`src/isa_pkg.sv`:
```
`default_nettype none

package isa_pkg;

  typedef logic [31:0] word_t;
  typedef logic [31:0] inst_t;
  typedef logic [4:0] reg_ix_t;

  // major opcodes the core executes, anything else is dropped at decode
  typedef enum logic [6:0] {
    OPC_OP    = 7'b0110011,
    OPC_OPIMM = 7'b0010011,
    OPC_LUI   = 7'b0110111
  } opcode_e;

  localparam logic [6:0] F7_BASE   = 7'b0000000;
  localparam logic [6:0] F7_ALT    = 7'b0100000; // sub, sra, srai
  localparam logic [6:0] F7_MULDIV = 7'b0000001;

  typedef enum logic [3:0] {
    ALU_ADD,
    ALU_SUB,
    ALU_AND,
    ALU_OR,
    ALU_XOR,
    ALU_SLL,
    ALU_SRL,
    ALU_SRA,
    ALU_SLT,
    ALU_SLTU,
    ALU_PASSB, // operand two straight through, lui
    ALU_MUL
  } alu_op_e;

  // which station takes the instruction
  typedef enum logic {
    UNIT_ALU,
    UNIT_MUL
  } unit_e;

endpackage

`default_nettype wire

```
`src/core_pkg.sv`:
```
`default_nettype none

package core_pkg;

  localparam int ROB_SIZE = 8;
  localparam int RS_DEPTH = 3;
  localparam int IQ_CREDITS = 4; // queue depth and the source's starting credits
  // product reaches the bus this many cycles after grant
  localparam int MUL_STAGES = 3;

  typedef logic [$clog2(ROB_SIZE)-1:0] rob_tag_t;
  typedef logic [$clog2(ROB_SIZE+1)-1:0] rob_cnt_t;
  typedef logic [$clog2(IQ_CREDITS+1)-1:0] credit_cnt_t;

endpackage

`default_nettype wire

```
`src/exec_cluster.sv`:
```
`timescale 1ns/1ps
`default_nettype none

module exec_cluster import isa_pkg::*, core_pkg::*; (
  input wire clk_100mhz,
  input wire sys_rst,
  input wire i_alu_valid,
  input wire alu_op_e i_alu_op,
  input wire word_t i_alu_a,
  input wire word_t i_alu_b,
  input wire rob_tag_t i_alu_tag,
  input wire i_mul_valid,
  input wire word_t i_mul_a,
  input wire word_t i_mul_b,
  input wire rob_tag_t i_mul_tag,
  output logic o_alu_grant,
  output logic o_mul_grant,
  output logic o_cdb_valid,
  output rob_tag_t o_cdb_tag,
  output word_t o_cdb_value
);
  logic alu_v;
  rob_tag_t alu_tag;
  word_t alu_res, alu_next;
  logic [MUL_STAGES-1:0] mul_v;
  rob_tag_t mul_tag [MUL_STAGES];
  word_t mul_prod [MUL_STAGES];

  // bus slot after next belongs to the product now in the second-last stage
  assign o_mul_grant = i_mul_valid;
  assign o_alu_grant = i_alu_valid && !mul_v[MUL_STAGES-2];

  always_comb begin
    case (i_alu_op)
      ALU_ADD: alu_next = i_alu_a + i_alu_b;
      ALU_SUB: alu_next = i_alu_a - i_alu_b;
      ALU_AND: alu_next = i_alu_a & i_alu_b;
      ALU_OR: alu_next = i_alu_a | i_alu_b;
      ALU_XOR: alu_next = i_alu_a ^ i_alu_b;
      ALU_SLL: alu_next = i_alu_a << i_alu_b[4:0];
      ALU_SRL: alu_next = i_alu_a >> i_alu_b[4:0];
      ALU_SRA: alu_next = $signed(i_alu_a) >>> i_alu_b[4:0];
      ALU_SLT: alu_next = {31'b0, $signed(i_alu_a) < $signed(i_alu_b)};
      ALU_SLTU: alu_next = {31'b0, i_alu_a < i_alu_b};
      default: alu_next = i_alu_b; // passb for lui
    endcase
  end

  always_ff @(posedge clk_100mhz) begin
    if (sys_rst) begin
      alu_v <= 1'b0;
      mul_v <= '0;
    end else begin
      alu_v <= o_alu_grant;
      mul_v <= {mul_v[MUL_STAGES-2:0], o_mul_grant};
    end
  end

  // stages after the first give retiming room for the multiplier
  always_ff @(posedge clk_100mhz) begin
    alu_tag <= i_alu_tag;
    alu_res <= alu_next;
    mul_tag[0] <= i_mul_tag;
    mul_prod[0] <= i_mul_a * i_mul_b; // low 32 bits only
    for (int s = 1; s < MUL_STAGES; s++) begin
      mul_tag[s] <= mul_tag[s-1];
      mul_prod[s] <= mul_prod[s-1];
    end
  end

  // at most one of the two is valid by construction
  assign o_cdb_valid = mul_v[MUL_STAGES-1] || alu_v;
  assign o_cdb_tag = mul_v[MUL_STAGES-1] ? mul_tag[MUL_STAGES-1] : alu_tag;
  assign o_cdb_value = mul_v[MUL_STAGES-1] ? mul_prod[MUL_STAGES-1] : alu_res;

endmodule

`default_nettype wire

```
`config.mk`:
```
export PLATFORM = sky130hd
export DESIGN_NAME = exec_cluster
export DESIGN_NICKNAME = d
export VERILOG_FILES = /design/src/isa_pkg.sv /design/src/core_pkg.sv /design/src/exec_cluster.sv
export SDC_FILE = /design/constraint.sdc
export NUM_CORES = 2
export LEC_CHECK = 0
export BUFFER_PORTS_ARGS = -buffer_cell sky130_fd_sc_hd__buf_2
export CAP_MARGIN = 10
export CORE_MARGIN = 2
export CORE_UTILIZATION = 33
export DETAILED_ROUTE_END_ITERATION = 12
export MAX_ROUTING_LAYER = met4
export PLACE_DENSITY = 0.59
export SLEW_MARGIN = 5
export SYNTH_ARGS = -nofsm -noshare
export SYNTH_HDL_FRONTEND = slang
export SYNTH_SLANG_ARGS = --single-unit
```
`constraint.sdc`:
```
create_clock -name clk_100mhz -period 14.11 [get_ports clk_100mhz]
set_input_delay 2.822 -clock clk_100mhz [delete_from_list [all_inputs] [get_ports clk_100mhz]]
set_output_delay 2.822 -clock clk_100mhz [all_outputs]
set_load 0.01 [all_outputs]
```
==> impl_metrics.yaml <==
detailed_routing:
  drt-total-wl_mm: 88.4
  via_count: 22500
  drt-initial-drc-count: 1860
  drtPass1Iterations: 6
  vias_per_cell: 5.27
  drc_errors: 0
  wl_per_cell_um: 20.7
  ant_nets: 0
floorplanning:
  io_pins: 180
  rows: 105
  coreArea_mm2: 0.0821
  fp.dieH_um: 292
  start_util: 0.333
  fp.dieArea_mm2: 0.0852
  fp.dieW_um: 292
sta:
  setup_tns_ps: 0
  period_share: 0.679
  fin_crit_ps: 9570
  layout_setup_ws_ps: 4540
  drv_slew: 0
  fin_skew_ps: 5.25
  rsz0062_at_grt: "false"
  worst_pin_slew_ps: 925
  finalHoldViolCount: 0
  max_freq_mhz: 104
  setup_viol: 0
  relSlewSlack: 0.382
layout:
  drive_gt1_frac: 0.107
  fin_cells: 4270
  nFillCells: 8515
  final_common_cell: "inv_1"
  fin_util: 0.361
  synthToLayoutAreaGrowth_pct: 8.32
  final_cell_mix: "498 x inv_1, 410 x fa_1, 363 x nand2_1, 268 x and2_1, 220 x ha_1"
  fin_nets: 3958
synthesis:
  yosysUniqueCellTypes: 79
  yosys.area.top_type_share: 0.300
  yosys.area_share.simple: 0.160
  synth_cells: 3154
  synth_area_leader_cell: "fa_1"
  ys_seq_area_frac: 0.105
  synth.top_cells.by_area: "fa_1 30%, dfxtp_1 11%, ha_1 10%"
  avgSynthCellArea_um2: 8.67
  synth-edff-count: 0
  synth_compound_area_frac: 0.128
  ys_warn_count: 0
  synthFlopType: "dfxtp_1"
  postSynth.asyncResetShare: 0
  muxShareOfSynthArea: 0.0732
  yosys.area_share.adder: 0.401
  synth_nets: 3926
  yosys.area_share.xor_xnor: 0.0362
  yosys_register_bits: 144
  syn_area_mm2: 0.0273
  synth_top_family_by_area: "adder cells"
grt:
  grt_max_degree: 66
  grt_usage: 0.213
  antenna_found_initial: 2
  grt-ovfl-total: 0
  grt_pass1_wl_mm: 137
  grt_pass1_vias: 22700
flow_run:
  cap_viol_max_count: 0
critical_path:
  cpMaxStageDelayCell: "a311oi_1"
  crit_arrival_ps: 9870
  worstPathMaxFanout: 25
  startpoint_type: "primary input"
  end_kind: "register"
  slowest_delay_ps: 690
  worstSetupPathType: "in -> reg"
  cp_cell_sequence: "buf_2, nand2_1, fa_1, fa_1, fa_1, fa_1, inv_1, ha_1, ha_1, inv_1, fa_1, fa_1, inv_1, ha_1, o21ai_0, a211o_1, a311oi_1, a21oi_1, o21bai_1, a21oi_1, o31ai_1, o41ai_1, xnor2_1"
  crit_required_ps: 14410
  crit_top_cell: "fa_1"
cts:
  cts-root-buf: "clkbuf_16"
  clkTransAtPathRegs_ps: 60
  clk_latency_ps: 410
  cts_resized: 0
  hold_buffers: 0
  cts.sinks: 144
  post_cts_buffers: 0
  htree_levels: 4
  clock_path_buffers: 2
  cts_tree: "done"
  cts_buffers: 17
worst_hold_path:
  hold_class: "reg -> reg"
placement:
  place_inst: 4237
  gp_congestion: 1.00
  dp_hpwl_mm: 69.9
  portBuffers: 179
  pre_cts_ws_ps: 4080
run_status:
  status: "finished clean"
stage by stage:
stage	hold slack, ps	cell area [µm²]
finish	320	29600
global route	327	29600
CTS	322	29600
detailed placement	312	29000
global placement	310	29000
floorplan	310	27300
synth_stat cells, types with 9 or more instances:
cell type,number
o21ai_0,108
dfxtp_1,144
mux4_2,51
o22ai_1,13
o211ai_1,23
a21oi_1,152
or3_1,18
buf_2,10
nor2_1,159
buf_1,14
clkbuf_1,161
o21bai_1,10
o31ai_1,19
a21o_1,22
nor2b_1,19
a221oi_1,12
a211oi_1,32
nand2b_1,17
and2_1,268
nand2_1,363
xor2_1,22
o2111ai_1,13
o21a_1,16
a31oi_1,12
nor3_1,28
inv_1,498
a22oi_1,20
o221ai_1,9
mux2i_1,38
nand3_1,10
mux2_2,42
fa_1,410
xnor2_1,91
ha_1,220
a211o_1,10
per-layer routing:
| layer | track usage | up-vias | wire, µm |
|---|---|---|---|
| met5 | - | - | 0 |
| met4 | 0.0473 | 0 | 1860 |
| met3 | 0.0180 | 102 | 5460 |
| met2 | 0.348 | 849 | 42200 |
| met1 | 0.287 | 11300 | 38900 |
| li1 | - | 10200 | - |
state kept, by name, indices dropped and copies added, names as in the netlist:
register,flops
mul_tag,9
alu_v,1
alu_res,32
mul_v,3
alu_tag,3
mul_prod,96
worst paths after layout:
check                                        startpoint                 endpoint  slack [ps]  cells past startpoint
worst max-delay path                         i_mul_a[7]  mul_prod[0][30]$_DFF_P_        4540                     23
worst min-delay path            mul_prod[0][27]$_DFF_P_  mul_prod[0][59]$_DFF_P_         320                      0
worst max register to register      mul_v[1]$_SDFF_PP0_         alu_v$_SDFF_PP0_       13490                      2
worst min register to register  mul_prod[0][27]$_DFF_P_  mul_prod[0][59]$_DFF_P_         320                      0
critical path: cells and delay by family:
family                   cells  cell delay, ps
AND/OR/NAND/NOR              1             180
XOR/XNOR                     1             130
AO/OA/AOI/OAI                8            2190
adder cells (fa/ha/maj)      9            3850
buffers and inverters        4             660
cells by family after synthesis:
group | count (synthesis)
xor gates and xnor gates | 113
and+or+nand+nor | 915
buffers and inverters | 688
DFF | 144
muxes | 131
AOI/OAI and AO/OA | 533
adders and majority gates | 630
final cells by class:
type	count	area [µm²]	share of cell area
inverter	500	1880	0.0634
sequential	144	2880	0.0974
timing repair buffer	201	1060	0.0359
multi-input combinational	2322	21900	0.738
clock inverter	14	145	0.00490
tap	1070	1340	0.0452
antenna	1	2.50	0.0000845
clock buffer	18	439	0.0148
Power is not shown: default switching activity piles up to over one toggle a cycle in this logic, so the estimate is an artifact.
