===== src/isa_pkg.sv =====
`default_nettype none

package isa_pkg;

  typedef logic [31:0] word_t;
  typedef logic [31:0] inst_t;
  typedef logic [4:0] reg_ix_t;

  // major opcodes the core executes, anything else is dropped at decode
  typedef enum logic [6:0] {
    OPC_OP    = 7'b0110011,
    OPC_OPIMM = 7'b0010011,
    OPC_LUI   = 7'b0110111
  } opcode_e;

  localparam logic [6:0] F7_BASE   = 7'b0000000;
  localparam logic [6:0] F7_ALT    = 7'b0100000; // sub, sra, srai
  localparam logic [6:0] F7_MULDIV = 7'b0000001;

  typedef enum logic [3:0] {
    ALU_ADD,
    ALU_SUB,
    ALU_AND,
    ALU_OR,
    ALU_XOR,
    ALU_SLL,
    ALU_SRL,
    ALU_SRA,
    ALU_SLT,
    ALU_SLTU,
    ALU_PASSB, // operand two straight through, lui
    ALU_MUL
  } alu_op_e;

  // which station takes the instruction
  typedef enum logic {
    UNIT_ALU,
    UNIT_MUL
  } unit_e;

endpackage

`default_nettype wire


===== src/core_pkg.sv =====
`default_nettype none

package core_pkg;

  localparam int ROB_SIZE = 8;
  localparam int RS_DEPTH = 3;
  localparam int IQ_CREDITS = 4; // queue depth and the source's starting credits
  // product reaches the bus this many cycles after grant
  localparam int MUL_STAGES = 3;

  typedef logic [$clog2(ROB_SIZE)-1:0] rob_tag_t;
  typedef logic [$clog2(ROB_SIZE+1)-1:0] rob_cnt_t;
  typedef logic [$clog2(IQ_CREDITS+1)-1:0] credit_cnt_t;

endpackage

`default_nettype wire


===== src/rename_issue.sv =====
`timescale 1ns/1ps
`default_nettype none

module rename_issue import isa_pkg::*, core_pkg::*; (
  input wire clk_100mhz,
  input wire sys_rst,
  input wire i_head_valid,
  input wire i_supported,
  input wire unit_e i_unit,
  input wire alu_op_e i_op,
  input wire reg_ix_t i_rd,
  input wire reg_ix_t i_rs1,
  input wire reg_ix_t i_rs2,
  input wire i_uses_imm,
  input wire word_t i_imm,
  input wire i_rob_full,
  input wire i_rs_alu_free,
  input wire i_rs_mul_free,
  input wire rob_tag_t i_alloc_tag,
  input wire i_fwd1_ready,
  input wire word_t i_fwd1_value,
  input wire i_fwd2_ready,
  input wire word_t i_fwd2_value,
  input wire i_cdb_valid,
  input wire rob_tag_t i_cdb_tag,
  input wire word_t i_cdb_value,
  input wire i_commit_valid,
  input wire reg_ix_t i_commit_rd,
  input wire word_t i_commit_value,
  input wire rob_tag_t i_commit_tag,
  output logic o_pop,
  output logic o_rob_alloc,
  output reg_ix_t o_alloc_rd,
  output logic o_rs_alu_load,
  output logic o_rs_mul_load,
  output alu_op_e o_op,
  output rob_tag_t o_tag,
  output rob_tag_t o_qj_tag,
  output logic o_qj_wait,
  output word_t o_vj,
  output rob_tag_t o_qk_tag,
  output logic o_qk_wait,
  output word_t o_vk,
  output rob_tag_t o_fwd1_tag,
  output rob_tag_t o_fwd2_tag
);
  word_t regs [32];
  logic [31:0] busy; // register waits on a rob entry
  rob_tag_t map_tag [32];
  logic station_free;
  logic issue;

  assign station_free = (i_unit == UNIT_MUL) ? i_rs_mul_free : i_rs_alu_free;
  assign issue = i_head_valid && i_supported && !i_rob_full && station_free;
  assign o_pop = issue || (i_head_valid && !i_supported); // unsupported just drains
  assign o_rob_alloc = issue;
  assign o_rs_alu_load = issue && (i_unit == UNIT_ALU);
  assign o_rs_mul_load = issue && (i_unit == UNIT_MUL);
  assign o_alloc_rd = i_rd;
  assign o_op = i_op;
  assign o_tag = i_alloc_tag;
  assign o_fwd1_tag = map_tag[i_rs1];
  assign o_fwd2_tag = map_tag[i_rs2];
  assign o_qj_tag = o_fwd1_tag;
  assign o_qk_tag = o_fwd2_tag;

  // source order: register file, finished rob entry, this cycle's bus, else wait
  always_comb begin
    o_qj_wait = 1'b0;
    if (!busy[i_rs1]) begin
      o_vj = (i_rs1 == '0) ? '0 : regs[i_rs1];
    end else if (i_fwd1_ready) begin
      o_vj = i_fwd1_value;
    end else if (i_cdb_valid && i_cdb_tag == o_qj_tag) begin
      o_vj = i_cdb_value;
    end else begin
      o_vj = '0;
      o_qj_wait = 1'b1;
    end
  end

  always_comb begin
    o_qk_wait = 1'b0;
    if (i_uses_imm) begin
      o_vk = i_imm;
    end else if (!busy[i_rs2]) begin
      o_vk = (i_rs2 == '0) ? '0 : regs[i_rs2];
    end else if (i_fwd2_ready) begin
      o_vk = i_fwd2_value;
    end else if (i_cdb_valid && i_cdb_tag == o_qk_tag) begin
      o_vk = i_cdb_value;
    end else begin
      o_vk = '0;
      o_qk_wait = 1'b1;
    end
  end

  always_ff @(posedge clk_100mhz) begin
    if (sys_rst) begin
      busy <= '0;
      for (int r = 0; r < 32; r++) regs[r] <= '0;
    end else begin
      if (i_commit_valid && i_commit_rd != '0) begin
        regs[i_commit_rd] <= i_commit_value;
        // a younger writer keeps the register renamed
        if (map_tag[i_commit_rd] == i_commit_tag) busy[i_commit_rd] <= 1'b0;
      end
      if (issue && i_rd != '0) busy[i_rd] <= 1'b1; // x0 never renamed
    end
  end

  always_ff @(posedge clk_100mhz) begin
    if (issue && i_rd != '0) map_tag[i_rd] <= i_alloc_tag;
  end

endmodule

`default_nettype wire


===== config.mk =====
export PLATFORM = sky130hd
export DESIGN_NAME = rename_issue
export DESIGN_NICKNAME = d
export VERILOG_FILES = /design/src/isa_pkg.sv /design/src/core_pkg.sv /design/src/rename_issue.sv
export SDC_FILE = /design/constraint.sdc
export NUM_CORES = 2
export LEC_CHECK = 0
export ABC_AREA = 1
export BUFFER_PORTS_ARGS = -buffer_cell sky130_fd_sc_hd__buf_2
export CORE_ASPECT_RATIO = 1.2
export CORE_MARGIN = 2
export CORE_UTILIZATION = 30
export DETAILED_ROUTE_END_ITERATION = 6
export HOLD_SLACK_MARGIN = 0.08
export PLACE_DENSITY = 0.42
export SETUP_SLACK_MARGIN = 0.05
export SLEW_MARGIN = 25
export SYNTH_ARGS = -nofsm -noshare
export SYNTH_HDL_FRONTEND = slang
export SYNTH_SLANG_ARGS = --single-unit

===== constraint.sdc =====
create_clock -name clk_100mhz -period 12.28 [get_ports clk_100mhz]
set_input_delay 2.456 -clock clk_100mhz [delete_from_list [all_inputs] [get_ports clk_100mhz]]
set_output_delay 2.456 -clock clk_100mhz [all_outputs]
set_load 0.01 [all_outputs]

==> results.md <==
* Outcome: finished clean
* Leak Pwr at 27.4 nW
* Routability cong. at 0.903
* Initial antenna violation count at 14
* GRT busiest layer: met2
* RSZ-0062 raised after global routing: no
* Die Wd at 429 µm
* Skew final at 0.0345 ns
* MaxCap Viol Count at 0
* Largest net degree at the start of global routing at 215
* Worst Path Max Fanout at 98
* Reg2reg start: map_tag[31][2]
* Root Driver: clkbuf_16
* Drt drc at 0
* Layout cells sized above 1 at 0.0912
* Met3 Track Usage GR at 0.0438
* Max clock buf depth at 3
* Compound-Gate Fraction of Synth Area at 0.194
* Worst vdd ir at 129 µV
* CTS tree: yes
* Post-Place Cell Area at 68500 µm²
* Mux cell area share after synthesis at 0
* First-pass GRT wire length at 443000 µm
* Fin area at 73000 µm²
* Fill cells at 22435
* Core area at 216000 µm²
* Cell taking the most area after synthesis: edfxtp_1
* Die area at 221000 µm²
* Area delta synth->final at 12.1%
* Arr. time, crit path at 6.78 ns
* Minimum clock period at 9.24 ns
* Port Buffer Count at 291
* Post-synthesis adder-cell area fraction at 0
* Final Max Tran Viols at 0
* Starting Density at 0.301
* Highest clock rate at 108 MHz
* CP Launch Point: i_rs2[0]
* Synth warnings at 0
* Pre-antenna DRT Iters at 6
* Number of synthesized flops with an enable pin at 1120
* DR iter-0 viols at 7718
* Syn Area/Cell at 8.16 µm²
* Post-DP HPWL at 179000 µm
* Post-Synth XOR/XNOR Area at 0
* Setup TNS at 0 ns
* Netlist cell types at 34
* Largest family of logic cells by synthesized area: simple AND/OR/NAND/NOR gates
* Drt via density at 5.67
* PwrDens at 141 nW/µm²
* Std cell rows at 187
* Least-Margin Pin Slew at 1.23 ns
* Fin util at 0.338
* Setup WS post-layout at 3.04 ns
* Final-report hold violation count at 0
* Antenna-violating nets left at 0
* H-tree depth at 4
* Seq/Total Area, Yosys at 0.527
* TritonCTS Buffers at 142
* Cts repair resizes at 0
* Pre-CTS WS at 3.22 ns
* I/O pins at 300
* CP Data Required Time at 9.82 ns
* Routing usage on met1 at 0.366
* Post-synth top area share at 0.517
* Routed wire length at 321000 µm
* Max-Slew Margin vs Limit at 0.179
* Placed Cells at 10521
* Grt ovf at 0
* Simple-gate share of the synthesized area at 0.196
* Asr flop ratio synth at 0
* Tot Pwr at 10.3 mW
* Tightest Hold Check Type: reg -> reg
* Vias in the first global route at 57634
* Top post-synthesis cells by area: edfxtp_1, o21ai_0, nor2_1
* CP Launch Type: primary input
* Routing usage on met2 at 0.450
* Register bit total from synthesis at 1152
* Synthesized instance count at 7978
* Nets@finish at 8036
* Synth Flop Type: edfxtp_1
* Start point of the worst hold path: busy[0]
* Synthesized cell area at 65100 µm²
* Die height at 514 µm
* Post-CTS setup buffers at 0
* Hold WS at 0.443 ns
* Routed len/inst at 29.7 µm
* Final Cycle Share at 0.752
* Clock sink count at 1152
* Clock Latency Late Sink at 0.83 ns
* Total GRT Usage at 0.281
* Clk slew on worst S/H paths at 0.06 ns
* Worst Setup End Kind: output port
* Final setup violating endpoints at 0
* Fin cells at 10783
* Setup CP Type: in -> out
* Vias at 61100
* Cts hold-fix bufs at 0
[path summary, 6_finish.rpt]
kind / to / slack [ns] / depth (start not counted)
hold reg to reg: busy[0] / 0.44 / 2
setup / recovery: o_vk[0] / 3.04 / 12
setup reg to reg: busy[10] / 9.56 / 12
hold / removal: busy[0] / 0.44 / 2
[cell type report]
type,count,area [µm²],area share
clock inverters,66,504,0.00691
clock buffers,190,3970,0.0543
multi-input cells,5549,25800,0.353
flip-flops and latches,1152,34300,0.470
inverters,539,2070,0.0283
repair buffers,446,2820,0.0387
diodes,6,15.0,0.000206
well taps,2835,3550,0.0486
[cell families (layout without fill, tap and decap cells)]
group,Yosys count,count (layout)
buffers and inverters,1311,1241
flip-flops,1152,1152
AND/OR/NAND/NOR,3129,3129
AO/OA/AOI/OAI,2385,2385
other,1,41
[state kept, by name, indices dropped and copies added (netlist names)]
| signal | cells |
|---|---|
| busy | 32 |
| regs | 1024 |
| map_tag | 96 |
[cells in the final DEF (no fill, tap or decap), drive strengths merged, types with 2 or more instances in the layout]
master / Yosys / final
diode: 0 / 6
nand3b: 2 / 2
o221ai: 34 / 34
buf: 292 / 446
a22oi: 48 / 48
a21oi: 796 / 796
nor2: 1529 / 1529
dfxtp: 32 / 32
o21ai: 1339 / 1339
conb: 1 / 35
clkbuf: 480 / 190
nand4: 64 / 64
clkinvlp: 0 / 3
bufinv: 0 / 7
edfxtp: 1120 / 1120
inv: 535 / 535
nand3: 647 / 647
o22ai: 13 / 13
o211ai: 153 / 153
nor3: 19 / 19
nand2: 866 / 866
clkinv: 4 / 60
[metal layers]
| metal | part of all wire | vias to the layer above |
|---|---|---|
| met5 | 0.00012 | - |
| met4 | 0.057 | 6 |
| met3 | 0.079 | 629 |
| met2 | 0.46 | 3156 |
| met1 | 0.40 | 30196 |
| li1 | - | 27113 |
[report_power, final]
part	total, mW	leakage (nW)	switching [mW]	internal (mW)
combinational	1.52	14.4	1.17	0.352
sequential	4.58	10.9	0.0755	4.50
clock	4.18	2.18	1.78	2.40
[critical path, cell delays in order]
cell and delay [ns]:
buf_8 0.43, buf_4 0.82, buf_4 0.90, o21ai_0 0.22, nand3_1 0.12, o21ai_0 0.16, nand2_1 0.21, nand3_1 0.12
a21oi_1 0.39, nor2_1 0.07, a21oi_1 0.47, buf_2 0.23
[synth_stat cells, drive strengths merged, types with 4 or more instances]
master / n
nor3: 19
a21oi: 796
nor2: 1529
o22ai: 13
nand4: 64
a22oi: 48
o21ai: 1339
buf: 292
clkinv: 4
nand2: 866
dfxtp: 32
nand3: 647
edfxtp: 1120
inv: 535
clkbuf: 480
o221ai: 34
o211ai: 153
Note: power is estimated with default switching activity, not from simulation.
