==> src/isa_pkg.sv <==
`default_nettype none

package isa_pkg;

  typedef logic [31:0] word_t;
  typedef logic [31:0] inst_t;
  typedef logic [4:0] reg_ix_t;

  // major opcodes the core executes, anything else is dropped at decode
  typedef enum logic [6:0] {
    OPC_OP    = 7'b0110011,
    OPC_OPIMM = 7'b0010011,
    OPC_LUI   = 7'b0110111
  } opcode_e;

  localparam logic [6:0] F7_BASE   = 7'b0000000;
  localparam logic [6:0] F7_ALT    = 7'b0100000; // sub, sra, srai
  localparam logic [6:0] F7_MULDIV = 7'b0000001;

  typedef enum logic [3:0] {
    ALU_ADD,
    ALU_SUB,
    ALU_AND,
    ALU_OR,
    ALU_XOR,
    ALU_SLL,
    ALU_SRL,
    ALU_SRA,
    ALU_SLT,
    ALU_SLTU,
    ALU_PASSB, // operand two straight through, lui
    ALU_MUL
  } alu_op_e;

  // which station takes the instruction
  typedef enum logic {
    UNIT_ALU,
    UNIT_MUL
  } unit_e;

endpackage

`default_nettype wire

==> src/core_pkg.sv <==
`default_nettype none

package core_pkg;

  localparam int ROB_SIZE = 8;
  localparam int RS_DEPTH = 3;
  localparam int IQ_CREDITS = 4; // queue depth and the source's starting credits
  // product reaches the bus this many cycles after grant
  localparam int MUL_STAGES = 3;

  typedef logic [$clog2(ROB_SIZE)-1:0] rob_tag_t;
  typedef logic [$clog2(ROB_SIZE+1)-1:0] rob_cnt_t;
  typedef logic [$clog2(IQ_CREDITS+1)-1:0] credit_cnt_t;

endpackage

`default_nettype wire

==> src/inst_queue_decode.sv <==
`timescale 1ns/1ps
`default_nettype none

module inst_queue_decode import isa_pkg::*, core_pkg::*; (
  input wire clk_100mhz,
  input wire sys_rst,
  input wire i_inst_valid,
  input wire inst_t i_inst,
  input wire i_pop,
  output logic o_credit,
  output logic o_head_valid,
  output logic o_supported,
  output unit_e o_unit,
  output alu_op_e o_op,
  output reg_ix_t o_rd,
  output reg_ix_t o_rs1,
  output reg_ix_t o_rs2,
  output logic o_uses_imm,
  output word_t o_imm
);
  localparam int PTR_W = $clog2(IQ_CREDITS);

  inst_t queue_mem [IQ_CREDITS];
  logic [PTR_W-1:0] wr_ptr, rd_ptr;
  credit_cnt_t count;
  logic pop;
  inst_t head;
  logic [6:0] funct7;
  logic [2:0] funct3;

  assign o_head_valid = (count != '0);
  assign pop = i_pop && o_head_valid;
  assign o_credit = pop; // credit returns as the entry leaves
  assign head = queue_mem[rd_ptr];
  assign funct7 = head[31:25];
  assign funct3 = head[14:12];

  // source only sends while holding credit, so a push always has room
  always_ff @(posedge clk_100mhz) begin
    if (sys_rst) begin
      wr_ptr <= '0;
      rd_ptr <= '0;
      count <= '0;
    end else begin
      if (i_inst_valid) wr_ptr <= wr_ptr + 1'b1;
      if (pop) rd_ptr <= rd_ptr + 1'b1;
      count <= count + credit_cnt_t'(i_inst_valid) - credit_cnt_t'(pop);
    end
  end

  always_ff @(posedge clk_100mhz) begin
    if (i_inst_valid) queue_mem[wr_ptr] <= i_inst;
  end

  always_comb begin
    o_supported = 1'b1;
    o_unit = UNIT_ALU;
    o_op = ALU_ADD;
    o_uses_imm = 1'b0;
    o_imm = {{20{head[31]}}, head[31:20]}; // i-type
    o_rd = head[11:7];
    o_rs1 = head[19:15];
    o_rs2 = head[24:20];
    case (head[6:0])
      OPC_OP: begin
        case ({funct7, funct3})
          {F7_BASE, 3'b000}: o_op = ALU_ADD;
          {F7_ALT, 3'b000}: o_op = ALU_SUB;
          {F7_BASE, 3'b001}: o_op = ALU_SLL;
          {F7_BASE, 3'b010}: o_op = ALU_SLT;
          {F7_BASE, 3'b011}: o_op = ALU_SLTU;
          {F7_BASE, 3'b100}: o_op = ALU_XOR;
          {F7_BASE, 3'b101}: o_op = ALU_SRL;
          {F7_ALT, 3'b101}: o_op = ALU_SRA;
          {F7_BASE, 3'b110}: o_op = ALU_OR;
          {F7_BASE, 3'b111}: o_op = ALU_AND;
          {F7_MULDIV, 3'b000}: begin
            o_op = ALU_MUL;
            o_unit = UNIT_MUL;
          end
          default: o_supported = 1'b0; // div, rem, mulh*
        endcase
      end
      OPC_OPIMM: begin
        o_uses_imm = 1'b1;
        case (funct3)
          3'b000: o_op = ALU_ADD;
          3'b010: o_op = ALU_SLT;
          3'b011: o_op = ALU_SLTU;
          3'b100: o_op = ALU_XOR;
          3'b110: o_op = ALU_OR;
          3'b111: o_op = ALU_AND;
          3'b001: begin
            o_op = ALU_SLL;
            o_supported = (funct7 == F7_BASE);
          end
          default: begin
            // shamt sits in imm[4:0], funct7 picks srli or srai
            o_op = (funct7 == F7_ALT) ? ALU_SRA : ALU_SRL;
            o_supported = (funct7 == F7_BASE) || (funct7 == F7_ALT);
          end
        endcase
      end
      OPC_LUI: begin
        o_op = ALU_PASSB;
        o_uses_imm = 1'b1;
        o_imm = {head[31:12], 12'b0};
        o_rs1 = '0; // no real source, avoid a false wait
      end
      default: o_supported = 1'b0;
    endcase
  end

endmodule

`default_nettype wire

==> config.mk <==
export PLATFORM = sky130hd
export DESIGN_NAME = inst_queue_decode
export DESIGN_NICKNAME = d
export VERILOG_FILES = /design/src/isa_pkg.sv /design/src/core_pkg.sv /design/src/inst_queue_decode.sv
export SDC_FILE = /design/constraint.sdc
export NUM_CORES = 1
export LEC_CHECK = 0
export BUFFER_PORTS_ARGS = -buffer_cell sky130_fd_sc_hd__buf_2
export CORE_ASPECT_RATIO = 1.2
export CORE_UTILIZATION = 50
export CTS_BUF_LIST = sky130_fd_sc_hd__clkbuf_8 sky130_fd_sc_hd__clkbuf_16
export CTS_CLUSTER_SIZE = 40
export DETAILED_ROUTE_END_ITERATION = 10
export PLACE_DENSITY_LB_ADDON = 0.05
export SYNTH_ARGS = -nofsm -noshare
export SYNTH_HDL_FRONTEND = slang
export SYNTH_SLANG_ARGS = --single-unit
==> constraint.sdc <==
create_clock -name clk_100mhz -period 5 [get_ports clk_100mhz]
set_clock_uncertainty 0.1 [all_clocks]
set_input_delay 0.25 -clock clk_100mhz [delete_from_list [all_inputs] [get_ports clk_100mhz]]
set_output_delay 0.25 -clock clk_100mhz [all_outputs]
set_load 0.02 [all_outputs]
==> results summary <==
The worst hold path belongs to the class input pin to flip-flop. The worst setup path is launched from a flip-flop. The average instance in the mapped netlist occupies 18.1 um2.

The required time at the endpoint of the critical path is 4.65 ns. The count of unresolved DRC violations after routing came out at 0. The routability congestion estimate came out at 0.868. The number of setup violations in the final report is 0. The number of buffers created by CTS is 17.

The count of input and output buffers came out at 91. The initial antenna violation count came out at 0. The total nets after synthesis came out at 359. The number of global-route vias before repair is 3,372.

The number of register bits inferred by synthesis is 137. The final period demand of the worst path is 3.80 ns. Setup repair after global routing left no endpoint under its margin. The critical path goes through buf_4, mux4_2, nor2_1, nor4b_2, and2b_1, a311oi_1, o21ai_1, buf_2.

The width of the die came out at 99.7 um. The signed area change from the synthesized netlist to the final layout is 25.3%. Summed over all layers, the routed wires come to 11.0 mm. The number of different library cells in the post-synthesis netlist came out at 54. Cells with a size suffix above 1 make up 36.8% of the layout. 0 antenna diodes ended up in the layout.

Counting both buffers and inverters, the worst setup path holds a total of 2. The initial utilization of the core area, before any placement, comes to 51.7%. The met2 routed wirelength is 5.47 mm. The worst max-slew margin expressed relative to the limit came out at 34.2%. The worst register-to-register path has a setup slack of 2.61 ns.

The area inside the core boundary is 11,100 um2. The die covers 11,900 um2. In the synthesized netlist the dominant register cell turns out to be edfxtp_1. The data arrival time at the worst-slack endpoint came out at 3.45 ns.

Global routing finished with a remaining overflow of 0. In this design, the stage delay of the slowest critical-path cell is 0.86 ns. At the later pin of the worst-skew pair, clock insertion delay measures 0.41 ns. The maximum clock path buffer count is 2. For this block, the initial DRC count from the detailed router was 131.

In the final routed layout, each cell accounts on average for 18.0 um. The flow ran to the end, and the final reports show no timing, DRC or antenna violations. The site row count came out at 42. Dividing total power by cell area gives a power density of 517 nW/um2. The number of hold-repair buffers added at the cts stage came out at 32. Based on the critical path, the design can be clocked at up to 0.263 GHz. The met3 wire length came out at 497 um. The cell area after technology mapping came out at 5730 um2.

The worst setup path is captured at an output port. The wire length the detailed router placed on met1 is 4.75 mm. The library cell contributing the largest single delay on the critical path is dfxtp_2. The number of warning messages in the yosys log is 0.

Once the clock tree was built, the resizer swapped 0 gates to a different size. Once the clock tree was built, the setup fixing pass inserted 0 buffers. The die span in y is 119 um. The net count reported at finish came out at 487.

The total I/O pin count came out at 92. The overall global routing resource usage came out at 20.1%. Summed over all cells, the static leakage comes to 0.00267 uW. The root buffer cell chosen for the clock tree is clkbuf_16. The max-slew violation count is 0. The total count of hold-check failures in the final report came out at 0. The first global-routing pass estimated 17.3 mm of wire. The largest net degree at the start of global routing came out at 34.

The number of enable-type register cells in the synthesized netlist is 128. Dividing the detail-routed via count by the number of cells gives 5.30. By startpoint and endpoint, the worst setup path is classified as flip-flop to output port. The setup TNS came out at 0 ns. Summing over every cut layer, the via total after detailed routing is 3,238. The maximum fanout encountered on the critical timing path is 21. Routed signal wires occupy layers up through met4.

The filler cells instantiated in the layout total 830. The async set-or-reset flop fraction in the synthesized netlist is 0%. The post-route cell area is 7180 um2. The first detailed-routing pass ran for 4 iterations.

The placed cell area came out at 6280 um2. The number of H-tree levels came out at 4. The number of clock sinks came out at 137. TritonCTS built the clock tree. The HPWL after detailed placement is 6.75 mm.

The cell family contributing the most delay on the critical path is flip-flops. The total power of the final layout came out at 3720 uW. Of the synthesized area, sequential elements account for 70.2%. For the pin with the worst max-slew slack, the measured transition is 0.986 ns. Clock-pin slew was measured on the worst setup and hold paths at 0.05 ns. The max-cap check violation count is 0. In this run the remaining antenna-violating nets after routing total 0.

Counting every instance in the synthesized netlist gives 316. The worst path uses 75.9% of the clock period. The worst ir drop on vdd came out at 0.316 mV.
==> cell families (layout without fill, tap and decap cells) <==
logic type,count (synthesis),in the layout,share of synthesized area (%)
flip-flops,137,137,70.2
AND/OR/NAND/NOR,68,68,7.14
AO/OA/AOI/OAI,39,39,5.30
multiplexers,35,35,12.1
buffers and inverters,24,165,2.68
adder cells (fa/ha/maj),7,7,1.66
XOR/XNOR,6,6,0.917
==> layout by cell type, fill, tap and decap left out, types with 2 or more instances in the layout <==
master | synthesis | routed
a21oi_1 | 4 | 4
and2_2 | 0 | 4
clkinv_1 | 0 | 2
buf_2 | 5 | 91
dfxtp_1 | 9 | 7
dlygate4sd3_1 | 0 | 32
clkinv_2 | 0 | 4
nor3_1 | 2 | 2
o21ai_0 | 2 | 2
xnor2_1 | 4 | 4
mux4_2 | 26 | 26
nor2b_1 | 2 | 2
a21o_1 | 19 | 19
nand2_1 | 5 | 5
nand3b_1 | 2 | 2
nor2_1 | 19 | 18
edfxtp_1 | 128 | 128
nor4bb_1 | 3 | 3
a31oi_1 | 2 | 2
bufinv_16 | 0 | 3
and2_1 | 21 | 17
dfxtp_2 | 0 | 2
clkinvlp_4 | 0 | 4
xor2_1 | 2 | 2
clkbuf_16 | 0 | 17
ha_1 | 6 | 6
nand2_2 | 2 | 2
inv_1 | 8 | 9
mux2i_1 | 7 | 7
==> report_power, final <==
| group | internal [uW] | switching (uW) | leakage, uW | total [uW] |
|---|---|---|---|---|
| sequential | 1330 | 80.6 | 0.00125 | 1410 |
| combinational | 454 | 636 | 0.00114 | 1090 |
| clock | 774 | 442 | 0.000281 | 1220 |
==> routing by layer <==
layer	global-route usage [%]	up-vias
met2	32.8	105
met4	8.55	0
met1	25.4	1609
met5	0	-
met3	5.22	27
li1	-	1497
==> worst reg2reg max path: stages, from the launching register on <==
cell	delay, ns
dfxtp_1	0.34
or3_1	0.36
and2_1	0.22
ha_1	0.30
inv_1	0.05
ha_1	0.13
inv_1	0.05
fa_1	0.38
xor2_1	0.17
xnor2_1	0.13
nor2_1	0.05
==> synth_stat cells, drive strengths merged, types with 2 or more instances <==
master  number  share of area (%)
and2        22                2.4
nor2        19                1.2
mux4        27                 11
a21o        19                2.5
mux2i        7                1.2
xor2         2               0.31
xnor2        4               0.61
a311oi       2               0.41
nand3b       2               0.26
ha           6                1.3
nor3         3               0.35
dfxtp        9                3.1
nand2        7               0.55
o21ai        3               0.26
nor4bb       3               0.52
a21oi        4               0.35
o22ai        2               0.33
clkbuf       2               0.13
edfxtp     128                 67
buf         13                2.0
inv          9               0.59
nor2b        3               0.37
a31oi        2               0.22
==> path summary, 6_finish.rpt <==
kind / start / end / depth (start not counted)
max reg2reg: count[1] / count[2] / 10
min reg2reg: count[2] / count[2] / 2
min: sys_rst / count[1] / 2
max: flip-flop / o_op[1] / 8
==> metrics by stage <==
step	cells	worst slack, ns	hold slack [ns]	utilization [%]
floorplan	316	2.46	0.249	-
global placement	547	1.68	0.360	56.6
detailed placement	547	1.64	0.368	56.6
CTS	611	1.16	0.0255	64.8
global route	611	0.923	0.0285	64.8
finish	611	1.20	0.0214	64.8
==> state kept, by name, summed over array words and instances (netlist names), named ones only <==
| signal | count |
|---|---|
| count | 3 |
| queue_mem | 128 |
| rd_ptr | 2 |
| wr_ptr | 2 |
==> layout make-up <==
| class | instances | area, um2 | share of cell area [%] |
|---|---|---|---|
| sequential | 137 | 4030 | 56.1 |
| multi-input combinational | 155 | 1560 | 21.7 |
| timing repair buffer | 124 | 783 | 10.9 |
| clock buffer | 17 | 425 | 5.92 |
| tap | 154 | 193 | 2.68 |
| clock inverter | 15 | 160 | 2.23 |
| inverter | 9 | 33.8 | 0.470 |
Note: power is estimated with default switching activity, not from simulation.
